File: src/common/stream_pkg.sv
package stream_pkg;

	////////////////////////////////////////////////////////////
	// Byte and word stream data
	////////////////////////////////////////////////////////////

	// One data byte on the input or output stream
	typedef logic [7:0] byte_t;

	// One FIFO word, four bytes little-endian
	// Byte 0 (first to arrive) sits in bits 7:0
	typedef logic [31:0] word_t;

	////////////////////////////////////////////////////////////
	// Drain FSM
	////////////////////////////////////////////////////////////

	// Idle waits for data and no hold, then issues the read
	// Fetch is the cycle where the RAM output becomes valid
	// Send shifts the four bytes out under the hold level
	typedef enum logic [1:0] {
		DR_IDLE  = 2'd0,
		DR_FETCH = 2'd1,
		DR_SEND  = 2'd2
	} drain_state_t;

endpackage

File: src/common/fifo_pkg.sv
package fifo_pkg;

	////////////////////////////////////////////////////////////
	// Write side of the FIFO
	////////////////////////////////////////////////////////////

	// Single-cycle write strobe with its word
	typedef struct packed {
		logic              wr;
		stream_pkg::word_t data;
	} fifo_wr_t;

	////////////////////////////////////////////////////////////
	// FIFO status
	////////////////////////////////////////////////////////////

	// Ready drops in any cycle where a read owns the RAM port
	typedef struct packed {
		logic full;
		logic empty;
		logic ready;
	} fifo_status_t;

	////////////////////////////////////////////////////////////
	// RAM port operation
	////////////////////////////////////////////////////////////

	// One operation per cycle, chosen by the controller
	typedef enum logic [1:0] {
		MEM_IDLE  = 2'd0,
		MEM_WRITE = 2'd1,
		MEM_READ  = 2'd2
	} mem_op_t;

endpackage

File: src/sfifo/sfifo_mem.sv
`timescale 1ns/1ns

module sfifo_mem #(
	parameter int LGFLEN = 3
) (
	input  logic              i_clk,
	// Operation for this cycle
	input  fifo_pkg::mem_op_t i_op,
	input  logic [LGFLEN-1:0] i_wr_addr,
	input  logic [LGFLEN-1:0] i_rd_addr,
	input  stream_pkg::word_t i_data,
	// Registered read data
	output stream_pkg::word_t o_data
);
	import stream_pkg::*;
	import fifo_pkg::*;

	// Word storage
	word_t             mem [0:(1<<LGFLEN)-1];
	// Single shared address
	logic [LGFLEN-1:0] addr;

	////////////////////////////////////////////////////////////
	// Address mux
	////////////////////////////////////////////////////////////

	// Read address only when the port is reading
	assign addr = (i_op == MEM_READ) ? i_rd_addr : i_wr_addr;

	////////////////////////////////////////////////////////////
	// Port
	////////////////////////////////////////////////////////////

	// o_data holds its value until the next read
	always_ff @(posedge i_clk) begin
		case (i_op)
			MEM_WRITE: begin
				mem[addr] <= i_data;
			end
			MEM_READ: begin
				o_data <= mem[addr];
			end
			default: begin
			end
		endcase
	end

endmodule

File: src/sfifo/sfifo.sv
`timescale 1ns/1ns

module sfifo #(
	parameter int LGFLEN = 3
) (
	input  logic                   i_clk,
	input  logic                   i_rst,
	// Write side
	input  fifo_pkg::fifo_wr_t     i_wr,
	// Read side
	input  logic                   i_rd,
	output stream_pkg::word_t      o_data,
	// Status and level
	output fifo_pkg::fifo_status_t o_status,
	output logic [LGFLEN:0]        o_fill
);
	import fifo_pkg::*;

	// Pointers carry one extra bit to tell full from empty
	logic [LGFLEN:0] wr_ptr;
	logic [LGFLEN:0] rd_ptr;
	logic            full;
	logic            empty;
	// Effective write and read this cycle
	logic            w_wr;
	logic            w_rd;
	mem_op_t         mem_op;

	////////////////////////////////////////////////////////////
	// Accept logic
	////////////////////////////////////////////////////////////

	// A read takes the port, so a write in the same cycle is refused
	assign w_wr = i_wr.wr && !full && !i_rd;
	assign w_rd = i_rd && !empty;

	always_ff @(posedge i_clk or posedge i_rst) begin
		if (i_rst) begin
			wr_ptr <= '0;
		end else if (w_wr) begin
			wr_ptr <= wr_ptr + 1'b1;
		end
	end

	always_ff @(posedge i_clk or posedge i_rst) begin
		if (i_rst) begin
			rd_ptr <= '0;
		end else if (w_rd) begin
			rd_ptr <= rd_ptr + 1'b1;
		end
	end

	////////////////////////////////////////////////////////////
	// Level and flags
	////////////////////////////////////////////////////////////

	assign o_fill = wr_ptr - rd_ptr;
	assign full   = (o_fill == {1'b1, {LGFLEN{1'b0}}});
	assign empty  = (o_fill == '0);

	assign o_status.full  = full;
	assign o_status.empty = empty;
	// Not ready whenever the drain reads
	assign o_status.ready = !i_rd;

	////////////////////////////////////////////////////////////
	// RAM port
	////////////////////////////////////////////////////////////

	// Read wins the single port
	always_comb begin
		if (w_rd) begin
			mem_op = MEM_READ;
		end else if (w_wr) begin
			mem_op = MEM_WRITE;
		end else begin
			mem_op = MEM_IDLE;
		end
	end

	sfifo_mem #(
		.LGFLEN (LGFLEN)
	) u_mem (
		.i_clk     (i_clk),
		.i_op      (mem_op),
		.i_wr_addr (wr_ptr[LGFLEN-1:0]),
		.i_rd_addr (rd_ptr[LGFLEN-1:0]),
		.i_data    (i_wr.data),
		.o_data    (o_data)
	);

endmodule

File: src/hw/byte_packer.sv
`timescale 1ns/1ns

module byte_packer (
	input  logic                   i_clk,
	input  logic                   i_rst,
	input  logic                   i_in_valid,
	input  stream_pkg::byte_t      i_in_byte,
	input  fifo_pkg::fifo_status_t i_status,
	output fifo_pkg::fifo_wr_t     o_wr,
	output logic [15:0]            o_drop_count
);
	import stream_pkg::*;

	// Byte lane of the next incoming byte
	logic [1:0]  lane;
	// Bytes 0..2 of the word under assembly
	logic [23:0] asm_bytes;
	// Completed word waiting for the FIFO
	logic        pend_valid;
	word_t       pend_word;
	// Fourth byte of a word arrives this cycle
	logic        word_done;
	// Pending word meets a free port but a full FIFO
	logic        drop;

	assign word_done = i_in_valid && (lane == 2'd3);
	assign drop      = pend_valid && i_status.ready && i_status.full;

	////////////////////////////////////////////////////////////
	// Byte assembly
	////////////////////////////////////////////////////////////

	always_ff @(posedge i_clk or posedge i_rst) begin
		if (i_rst) begin
			lane <= 2'd0;
		end else if (i_in_valid) begin
			lane <= lane + 2'd1;
		end
	end

	// Lanes 0..2 are held here, lane 3 goes straight to the pending word
	always_ff @(posedge i_clk) begin
		if (i_in_valid && (lane != 2'd3)) begin
			asm_bytes[lane*8 +: 8] <= i_in_byte;
		end
	end

	////////////////////////////////////////////////////////////
	// Pending word and write strobe
	////////////////////////////////////////////////////////////

	// Stays pending while the port is busy, clears on accept or drop
	always_ff @(posedge i_clk or posedge i_rst) begin
		if (i_rst) begin
			pend_valid   <= 1'b0;
			o_drop_count <= 16'd0;
		end else begin
			pend_valid <= word_done || (pend_valid && !i_status.ready);
			if (drop) begin
				o_drop_count <= o_drop_count + 16'd1;
			end
		end
	end

	always_ff @(posedge i_clk) begin
		if (word_done) begin
			pend_word <= {i_in_byte, asm_bytes};
		end
	end

	// Strobe comes straight from the pending register
	assign o_wr.wr   = pend_valid;
	assign o_wr.data = pend_word;

endmodule

File: src/hw/word_drain.sv
`timescale 1ns/1ns

module word_drain (
	input  logic                   i_clk,
	input  logic                   i_rst,
	// FIFO side
	input  fifo_pkg::fifo_status_t i_status,
	input  stream_pkg::word_t      i_data,
	output logic                   o_rd,
	// Output stream
	input  logic                   i_hold,
	output logic                   o_out_valid,
	output stream_pkg::byte_t      o_out_byte
);
	import stream_pkg::*;

	drain_state_t state;
	drain_state_t state_next;
	// Index of the byte on the output
	logic [1:0]   lane;
	// Captured word, shifted right one byte per output
	word_t        shift_word;
	// Last byte of the word leaves this cycle
	logic         last_byte;

	////////////////////////////////////////////////////////////
	// Outputs
	////////////////////////////////////////////////////////////

	// One-cycle read from idle, never under hold
	assign o_rd        = (state == DR_IDLE) && !i_status.empty && !i_hold;
	assign o_out_valid = (state == DR_SEND) && !i_hold;
	// Lowest byte is always the next in order
	assign o_out_byte  = shift_word[7:0];
	assign last_byte   = o_out_valid && (lane == 2'd3);

	////////////////////////////////////////////////////////////
	// FSM
	////////////////////////////////////////////////////////////

	always_comb begin
		state_next = state;
		case (state)
			DR_IDLE: begin
				if (o_rd) begin
					state_next = DR_FETCH;
				end
			end
			// RAM data is valid during this cycle
			DR_FETCH: begin
				state_next = DR_SEND;
			end
			DR_SEND: begin
				if (last_byte) begin
					state_next = DR_IDLE;
				end
			end
			default: begin
				state_next = DR_IDLE;
			end
		endcase
	end

	always_ff @(posedge i_clk or posedge i_rst) begin
		if (i_rst) begin
			state <= DR_IDLE;
		end else begin
			state <= state_next;
		end
	end

	// Lane restarts on every capture
	always_ff @(posedge i_clk or posedge i_rst) begin
		if (i_rst) begin
			lane <= 2'd0;
		end else if (state == DR_FETCH) begin
			lane <= 2'd0;
		end else if (o_out_valid) begin
			lane <= lane + 2'd1;
		end
	end

	////////////////////////////////////////////////////////////
	// Word capture and shift
	////////////////////////////////////////////////////////////

	always_ff @(posedge i_clk) begin
		if (state == DR_FETCH) begin
			shift_word <= i_data;
		end else if (o_out_valid) begin
			shift_word <= shift_word >> 8;
		end
	end

endmodule

File: src/hw/byte_buffer_top.sv
`timescale 1ns/1ns

module byte_buffer_top #(
	parameter int LGFLEN = 3
) (
	input  logic                   i_clk,
	input  logic                   i_rst,
	// Byte input
	input  logic                   i_in_valid,
	input  stream_pkg::byte_t      i_in_byte,
	// Output pause level
	input  logic                   i_hold,
	// Byte output
	output logic                   o_out_valid,
	output stream_pkg::byte_t      o_out_byte,
	// Observation
	output logic [LGFLEN:0]        o_fill,
	output fifo_pkg::fifo_status_t o_status,
	output logic [15:0]            o_drop_count
);
	import stream_pkg::*;
	import fifo_pkg::*;

	// Packer to FIFO
	fifo_wr_t     wr_req;
	// FIFO to packer and drain
	fifo_status_t status;
	word_t        rd_data;
	// Drain to FIFO
	logic         rd;

	assign o_status = status;

	////////////////////////////////////////////////////////////
	// Blocks
	////////////////////////////////////////////////////////////

	byte_packer u_packer (
		.i_clk        (i_clk),
		.i_rst        (i_rst),
		.i_in_valid   (i_in_valid),
		.i_in_byte    (i_in_byte),
		.i_status     (status),
		.o_wr         (wr_req),
		.o_drop_count (o_drop_count)
	);

	// Depth is 2**LGFLEN words
	sfifo #(
		.LGFLEN (LGFLEN)
	) u_fifo (
		.i_clk    (i_clk),
		.i_rst    (i_rst),
		.i_wr     (wr_req),
		.i_rd     (rd),
		.o_data   (rd_data),
		.o_status (status),
		.o_fill   (o_fill)
	);

	word_drain u_drain (
		.i_clk       (i_clk),
		.i_rst       (i_rst),
		.i_status    (status),
		.i_data      (rd_data),
		.o_rd        (rd),
		.i_hold      (i_hold),
		.o_out_valid (o_out_valid),
		.o_out_byte  (o_out_byte)
	);

endmodule

File: config.mk
export PLATFORM = sky130hd
export DESIGN_NAME = byte_buffer_top
export DESIGN_NICKNAME = d
export VERILOG_FILES = /design/src/common/stream_pkg.sv /design/src/common/fifo_pkg.sv /design/src/sfifo/sfifo_mem.sv /design/src/sfifo/sfifo.sv /design/src/hw/byte_packer.sv /design/src/hw/word_drain.sv /design/src/hw/byte_buffer_top.sv
export SDC_FILE = /design/constraint.sdc
export NUM_CORES = 1
export LEC_CHECK = 0
export ABC_AREA = 1
export BUFFER_PORTS_ARGS = -buffer_cell sky130_fd_sc_hd__buf_2
export CORE_ASPECT_RATIO = 0.5
export CORE_MARGIN = 2
export CORE_UTILIZATION = 40
export CTS_BUF_LIST = sky130_fd_sc_hd__clkbuf_8
export DETAILED_ROUTE_END_ITERATION = 8
export PLACE_DENSITY = 0.56
export SLEW_MARGIN = 20
export SYNTH_ARGS = -nofsm -noshare
export SYNTH_HDL_FRONTEND = slang
export SYNTH_SLANG_ARGS = --single-unit
File: constraint.sdc
create_clock -name i_clk -period 7.84 [get_ports i_clk]
set_input_delay 1.568 -clock i_clk [delete_from_list [all_inputs] [get_ports i_clk]]
set_output_delay 1.568 -clock i_clk [all_outputs]
set_load 0.01 [all_outputs]
* Word level (Yosys, flattened, before mapping)
Memory sizes are Yosys's and may differ from the RTL's. A register that Yosys moved wholly into a read port is not among the register bits.
Index checks and enable logic that the tools add are counted.
** Cells by class
- $add $sub $neg :: 7
- Equality and inequality tests :: 10
- Shifts and indexed selects :: 2
- Multiplexer cells :: 13
- Reduce and logical (&&, ||, !) cells :: 21
** Operators with widths (number)
- 2-to-1 mux 32 bit :: 2
- negation 5 -> 34 bit :: 1
- variable shift 8 x 34 -> 24 bit, first input constant :: 1
- variable part select 8 x 34 -> 24 bit :: 1
- bitwise mux 24 bit :: 1
- adder 16 x 1 -> 16 bit, second input constant :: 1
- logical AND 1 bit :: 12
- 2-to-1 mux 2 bit :: 5
- adder 4 x 1 -> 4 bit, second input constant :: 2
- equality test 2 bit, second input constant :: 4
- one-hot mux 2 bit (3 select lines) :: 1
- adder 2 x 1 -> 2 bit, second input constant :: 2
- equality test 2 x 1 -> 1 bit, second input constant :: 2
- equality test 4 bit, second input constant :: 1
- zero test 1 bit :: 4
- zero test 4 bit :: 1
- inequality test 2 bit, second input constant :: 2
- subtractor 4 bit :: 1
- 2-to-1 mux 1 bit :: 3
- 2-to-1 mux 3 bit :: 1
- zero test 2 bit :: 1
- inequality test 2 x 1 -> 1 bit, second input constant :: 1
- AND reduction 2 bit :: 1
- nonzero test 2 bit :: 1
- logical OR 1 bit :: 1
** Word-level totals
- Bits in registers :: 119
- Bits in writable memories :: 256
- Input bits :: 12
- Logic and storage cells :: 64
- Memories :: 1
** Memories
- u_fifo.u_mem.mem :: words 8, bits a word 32, rd ports 1, clocked after Yosys merged registers in 1, wr ports 1, RTL line sfifo_mem.sv:19 : word_t mem [0:(1<<LGFLEN)-1];

* Depth between registers and ports, before layout
Gate-level depths: netlist of the first run.
- Depth after elaboration :: 12
- Depth in mapped cells :: 20
- Mapped depth without buffers :: 18

* Hierarchy
A second synthesis of the first run with hierarchy kept.
** Second synthesis, totals
- Cells, all modules :: 1652
- Area total of the unflattened synthesis :: 17824.6 um^2
** By module, submodules not included
- sfifo_mem :: instances 1, cells an instance 1172, area each 12500.7 um^2
- byte_packer :: instances 1, cells an instance 236, area each 2979.1 um^2
- word_drain :: instances 1, cells an instance 163, area each 1666.6 um^2
- sfifo :: instances 1, cells an instance 81, area each 678.2 um^2

* Worst setup path after synthesis of the first run
Ideal clock, no wire load.
- Path type :: input-to-reg
- Start :: input i_hold
- End :: memory u_fifo.u_mem.mem[6][0] in the netlist's numbering, enable pin
- Setup time :: 0.461 ns
- Arrival :: 4.483 ns
- Required time :: 7.379 ns
- Setup slack :: 2.896 ns
- Cell stages on the path :: 6
- Path buffers :: 1
- Path through :: nor3_2 > nand2_4 > buf_6 > nand2_2 > nand2_4 > nor3_1
** RTL lines
- start, declared :: RTL line byte_buffer_top.sv:12 : input logic i_hold,
- end, declared :: RTL line sfifo_mem.sv:19

* Worst setup path after layout of the first run
- Start :: register u_fifo.wr_ptr[0]
- End :: register u_fifo.u_mem.o_data[4], read port of u_fifo.u_mem.mem (data pin)
** Between the ends
- Longest elaborated chain between the ends :: 11
- Elaborated cells between the ends (all ways) :: 15
** RTL lines
- start, declared :: RTL line sfifo.sv:20 : logic [LGFLEN:0] wr_ptr;
- start signal, assigned :: RTL line sfifo.sv:41 : wr_ptr <= wr_ptr + 1'b1;
- subtractor 4 bit :: RTL line sfifo.sv:57 : assign o_fill = wr_ptr - rd_ptr;
- zero test 4 bit :: RTL line sfifo.sv:59 : assign empty = (o_fill == '0);
- zero test 1 bit :: RTL line sfifo.sv:35, word_drain.sv:31
- logical AND 1 bit (2 in series) :: RTL line word_drain.sv:31 : assign o_rd = (state == DR_IDLE) && !i_status.empty && !i_hold;
- zero test 1 bit :: RTL line sfifo.sv:34 : assign w_wr = i_wr.wr && !full && !i_rd;
- logical AND 1 bit :: RTL line sfifo.sv:34
- 2-to-1 mux 1 bit :: RTL line sfifo.sv:74 : end else if (w_wr) begin
- 2-to-1 mux 2 bit :: RTL line sfifo.sv:72 : if (w_rd) begin
- equality test 2 bit :: RTL line sfifo_mem.sv:28, sfifo_mem.sv:36
- 2-to-1 mux 3 bit :: RTL line sfifo_mem.sv:28 : assign addr = (i_op == MEM_READ) ? i_rd_addr : i_wr_addr;
- end, declared :: RTL line sfifo_mem.sv:13 : output stream_pkg::word_t o_data
Parallel ways exist; a longest one is shown, timed or not.
A chain may end at the register's enable or synchronous reset.

==> results.md, run 1 <==
* Yosys synthesis warning count at 0
* Achievable Freq at 209 MHz
* Post-CTS Setup Inserts at 0
* Hold_buf cts at 0
* Die Y-Extent at 151 um
* Count of flip-flops with a built-in enable after synthesis at 376
* Mapped Cells at 1,413
* CP startpoint kind: flop
* 1st-iter DRT viols at 775
* Hold Worst Slack at 0.421 ns
* Cell Area, Synth at 17,200 um^2
* Synthesized net count at 1,438
* Status: completed
* CTS tree: yes
* Required @ worst endpoint at 8.23 ns
* Starting density of the core at 40.8%
* TritonCTS Buffers at 60
* Area grow syn2layout at 10.5%
* First-pass GRT wire length at 57,800 um
* Setup violators final at 0
* Ant diodes at 0
* Die area at 44,900 um^2
* Fillers at 3,804
* Part of the cycle the worst path needs at 61.1%
* Wire per inst at 18.3 um
* Via Count at 9,938
* RD Place Congestion at 0.757
* Design Power at 7270 uW
* Post-synth ARST share at 7.62%
* Clk_skew at 0.0281 ns
* Ports at 44
* # resized after CTS at 0
* Vias in the first global route at 9,632
* Pin count of the biggest net entering global routing at 85
* Pre-antenna DRT Iters at 5
* Clock Latency Late Sink at 0.63 ns
* PD cells at 382 nW/um^2
* Total GRT Usage at 17.2%
* Initial antenna violation count at 0
* Post-synthesis cell type count at 34
* Clk slew on worst S/H paths at 0.07 ns
* Worst EP arrival at 5.18 ns
* Final Hold Violating Endpoints at 0
* VDD IR-drop max at 0.206 mV
* Post-DP HPWL at 20,900 um
* TNS Setup at 0 ns
* Clock Tree Buf Depth at 3
* Remaining Overflow, GRT at 0
* Final WL at 38,200 um
* Fin. max-slew vios at 0
* Rows at 53
* DR vias/cell at 4.76
* Crit Path Max Fanout at 84
* Core area at 42,200 um^2
* Die Wd at 298 um
* Worst slew pin tran at 0.983 ns
* Pleak at 0.00774 uW
* Antenna-violating nets left at 0
* Number of port buffers at 43
* Clk root buf: clkbuf_8
* Max-capacitance violation count at 0
* Worst Hold Class: reg2reg
* Slew HR at 34.5%
* Critical path endpoint category: flop
* Crit path time final at 4.79 ns
* Sequential-to-total area share from yosys stat at 70.0%
* RSZ-0062 raised after global routing: false
* DRC at 0
* CTS Sinks at 407
* Layout cells sized above 1 at 13.0%
* Layout Nets at 1,493
* Synth Flop Type: edfxtp_1
* Setup Crit Path Kind: reg2reg
* H-tree Lvls at 2
* Syn Area/Cell at 12.2 um^2
* Yosys reg bits at 407
## cell families (layout without fill, tap and decap cells)
kind of cell | after synthesis | after routing | synth area share (%)
and+or+nand+nor | 623 | 623 | 18.2
DFF | 407 | 407 | 70.0
buffers and inverters | 317 | 415 | 7.90
muxes | 25 | 25 | 1.63
xor gates and xnor gates | 19 | 19 | 0.965
adders and majority gates | 13 | 13 | 0.987
AOI/OAI and AO/OA | 9 | 9 | 0.283
## cell usage after synthesis, types with 4 or more instances
library cell	count	area, um^2
xnor2_1	5	43.8
nand2_1	273	1020
buf_4	16	120
edfxtp_1	376	11300
nand3_1	139	696
mux2_2	25	282
nand2_4	7	78.8
buf_2	30	150
clkbuf_1	13	48.8
inv_2	5	18.8
xor2_1	14	123
nor2_4	4	45.0
buf_6	9	101
nor2_1	54	203
nand3b_1	126	946
inv_1	242	908
nor3_1	7	35.0
o21ai_0	7	35.0
ha_1	12	150
dfrtp_1	31	776
## worst max-delay path: stages, from the launching register on
cell,delay [ns]
dfrtp_1,0.42
inv_1,0.16
ha_1,0.17
inv_1,0.06
fa_1,0.38
nand2_1,0.08
inv_1,0.04
nor2_1,0.16
nor2_2,0.08
nand3_4,0.14
nand3_4,0.69
nand2_4,0.79
buf_4,0.83
nand2_1,0.11
nand3_1,0.13
nand2_1,0.08
inv_1,0.06
nand2_1,0.05
## flip-flops by register name (all words and copies together), names as in the netlist, 4 cells and up
name and count:
u_packer.pend_word 32, u_packer.o_drop_count 16, u_fifo.wr_ptr 4, u_fifo.u_mem.o_data 32, u_packer.asm_bytes 24, u_fifo.rd_ptr 4
u_fifo.u_mem.mem 256, u_drain.shift_word 32
## metrics by stage
stage / util (%) / setup WS, ns / cells / instance area [um^2]
2_1_floorplan: - / 2.90 / 1413 / 17200
4_1_cts: 45.1 / 3.04 / 2088 / 19000
3_5_place_dp: 42.5 / 2.57 / 1983 / 18000
5_1_grt: 45.1 / 2.71 / 2088 / 19000
3_3_place_gp: 42.5 / 2.66 / 1983 / 18000
6_report: 45.1 / 3.05 / 2088 / 19000
## layout make-up
| type | instances | area [um^2] | share of cell area [%] |
|---|---|---|---|
| clock inverter | 45 | 240 | 1.26 |
| inverter | 249 | 941 | 4.94 |
| timing repair buffer | 61 | 350 | 1.84 |
| multi-input combinational | 689 | 3890 | 20.5 |
| sequential | 407 | 12100 | 63.4 |
| tap | 577 | 722 | 3.79 |
| clock buffer | 60 | 826 | 4.34 |
## where the power goes
part           switching (uW)  internal [uW]  leakage, uW  total (uW)
combinational            1850            735      0.00329        2580
sequential                167           2960      0.00381        3130
clock                     786            775     0.000634        1560
total                    2800           4470      0.00774        7270
## metal layers
metal,GRT usage (%),part of all wire [%],up-vias
met5,0,0,-
met4,4.80,1.8,0
met1,24.8,48,4806
met2,27.0,44,280
met3,3.14,6.4,55
li1,-,-,4797
## cells in the final DEF (no fill, tap or decap), types with 7 or more instances in the layout
master	synthesis	final
inv_1	242	264
dfrtp_1	31	31
buf_4	16	18
ha_1	12	12
nand3b_1	126	126
nand3_1	139	138
nand2_4	7	9
xor2_1	14	14
buf_2	30	43
nor2_4	4	11
clkinv_1	0	10
o21ai_0	7	7
clkinv_2	1	9
edfxtp_1	376	376
nor2_1	54	47
nand2_1	273	271
clkbuf_8	0	60
mux2_2	25	25
## worst paths after layout
check                      depth (start not counted)                       end                   start  slack [ns]
setup / recovery                                  17    u_fifo.u_mem.o_data[4]        u_fifo.wr_ptr[0]        3.05
hold / removal                                     0    u_packer.pend_word[19]  u_packer.asm_bytes[19]        0.42
setup reg to reg                                  17    u_fifo.u_mem.o_data[4]        u_fifo.wr_ptr[0]        3.05
hold reg to reg                                    0    u_packer.pend_word[19]  u_packer.asm_bytes[19]        0.42
max in group asynchronous                          3          u_drain.state[1]                   i_rst        6.52
min in group asynchronous                          3  u_packer.o_drop_count[4]                   i_rst        1.01
Power figures use the tool's default switching activity.
==> run 2, diff against run 1 <==
--- a/config.mk
+++ b/config.mk
@@ -12,7 +12,7 @@
 export CORE_UTILIZATION = 40
 export CTS_BUF_LIST = sky130_fd_sc_hd__clkbuf_8
 export DETAILED_ROUTE_END_ITERATION = 8
-export PLACE_DENSITY = 0.56
+export PLACE_DENSITY = 0.58
 export SLEW_MARGIN = 20
 export SYNTH_ARGS = -nofsm -noshare
 export SYNTH_HDL_FRONTEND = slang
==> constraint.sdc (replaced) <==
create_clock -name i_clk -period 3.9 [get_ports i_clk]
set_input_delay 0.78 -clock i_clk [delete_from_list [all_inputs] [get_ports i_clk]]
set_output_delay 0.78 -clock i_clk [all_outputs]
set_load 0.01 [all_outputs]
==> run 2 against run 1 <==
Clock skew decreased by 0.0058 ns. Total power is 100% higher. Utilization grew 0.36 points. Largest cell class unchanged.
==> results.md, run 2 (synthesized netlist as in run 1, its figures left out) <==
* Status: completed
* Crit Path Max Fanout at 12
* Rows at 53
* Placed cells at 1,989
* Die Wd at 298 um
* Area grow syn2layout at 11.4%
* Commonest non-fill, non-tap cell in the layout: edfxtp_1
* Layout cells sized above 1 at 13.2%
* Ant diodes at 0
* VDD IR-drop max at 0.569 mV
* Max-capacitance violation count at 0
* Worst path most repeated cell: inv_1
* Post-CTS Setup Inserts at 0
* Clk root buf: clkbuf_8
* Slew HR at 36.5%
* RSZ-0062 raised after global routing: false
* Clk slew on worst S/H paths at 0.07 ns
* Worst slew pin tran at 0.950 ns
* Setup Crit Path Kind: reg2out
* Max reg flops at 256
* Die area at 44,900 um^2
* TritonCTS Buffers at 58
* Via Count at 10,200
* Fin cells at 2,095
* Layout Nets at 1,498
* Final WL at 37,700 um
* Most frequent cells in the layout: edfxtp_1 (376), nand2_1 (271), inv_1 (255)
* Critical path endpoint category: primary output
* Setup violators final at 0
* Clock Latency Late Sink at 0.62 ns
* Antenna-violating nets left at 0
* Wire per inst at 18.0 um
* CP startpoint kind: flop
* Pre-antenna DRT Iters at 5
* Worst EP arrival at 2.82 ns
* Crit path time final at 3.60 ns
* Vias in the first global route at 10,200
* H-tree Lvls at 2
* R2r startpoint: u_fifo.wr_ptr[0]
* DR vias/cell at 4.85
* Required @ worst endpoint at 3.12 ns
* Ports at 44
* Slowest cell delay on critical path at 0.44 ns
* Final Core Density at 45.4%
* Clk_skew at 0.0223 ns
* # resized after CTS at 0
* Starting density of the core at 40.8%
* RD Place Congestion at 0.763
* Remaining Overflow, GRT at 0
* Fillers at 3,778
* Slowest cell on crit path: fa_1
* Core area at 42,200 um^2
* Reg with most FFs: u_fifo.u_mem.mem
* Final Hold Violating Endpoints at 0
* Total GRT Usage at 17.2%
* Critical Path Source: u_fifo.wr_ptr[0]
* DRC at 0
* Worst Hold Class: in2async
* Fin. max-slew vios at 0
* Die Y-Extent at 151 um
* Number of port buffers at 43
* Hold_buf cts at 0
* Pleak at 0.00777 uW
* PD cells at 767 nW/um^2
* Achievable Freq at 278 MHz
* 1st-iter DRT viols at 915
* Part of the cycle the worst path needs at 92.3%
* Clock Tree Buf Depth at 3
* First-pass GRT wire length at 58,200 um
* Pin count of the biggest net entering global routing at 128
* CTS Sinks at 407
* Initial antenna violation count at 1
* CP cell instances: inv_1 > ha_1 > inv_1 > fa_1 > or2_0 > nor2_2 > nand3_4 > nand2_4 > buf_2
* Post-DP HPWL at 21,100 um
* CTS tree: yes
run 2: changes by cell type in the layout (fill, tap and decap cells not counted), moves of 3 or more:
cell	delta
clkinv_1	+12
inv_1	-9
clkinv_2	-3
buf_12	+7
run 2: path summary, 6_finish.rpt:
kind,to,slack [ns],cells past startpoint
worst min register to register,u_packer.pend_word[14],0.42,0
worst max register to register,u_fifo.u_mem.mem[0][11],0.30,13
min in group i_clk,u_packer.pend_word[31],0.41,1
max in group asynchronous,u_packer.o_drop_count[9],3.14,3
worst min-delay path,u_packer.o_drop_count[3],0.26,2
worst max-delay path,o_status[0],0.30,9
run 2: per-stage QoR:
| stage | worst slack, ns | area (um^2) | total power [uW] | setup TNS (ns) | hold WS [ns] |
|---|---|---|---|---|---|
| 2_1_floorplan | -0.268 | 17200 | 10100 | -28.93 | 0.400 |
| 3_3_place_gp | 0.446 | 18100 | 11500 | 0 | 0.412 |
| 3_5_place_dp | 0.309 | 18100 | 11700 | 0 | 0.405 |
| 4_1_cts | 0.235 | 19200 | 14800 | 0 | 0.251 |
| 5_1_grt | 0.0891 | 19200 | 15800 | 0 | 0.286 |
| 6_report | 0.300 | 19200 | 14700 | 0 | 0.256 |
run 2: cell type report:
cell class	count	area, um^2	area share, %
Tap cell	577	722	3.76
Inverter	249	941	4.90
Multi-Input combinational cell	689	3900	20.3
Clock buffer	59	812	4.23
Timing Repair Buffer	68	510	2.66
Clock inverter	46	241	1.26
Sequential cell	407	12100	62.9
run 2: report_power, final:
group / internal (uW) / switching, uW
clock: 1540 / 1590
sequential: 5950 / 362
combinational: 1590 / 3690
run 2: critical path, delay by kind of cell, from the launching register on:
family	cells	cell delay [ns]
and+or+nand+nor	4	0.77
adders and majority gates	2	0.65
DFF	1	0.41
buffers and inverters	3	0.37
run 2: routing by layer:
metal  global-route usage (%)  vias up  part of all wire, %
met2                     26.6      323                   44
met5                        0        -                    0
met4                     5.08        0                  1.9
met1                     24.8     4961                   47
met3                     3.20       57                  7.0
li1                         -     4814                    -
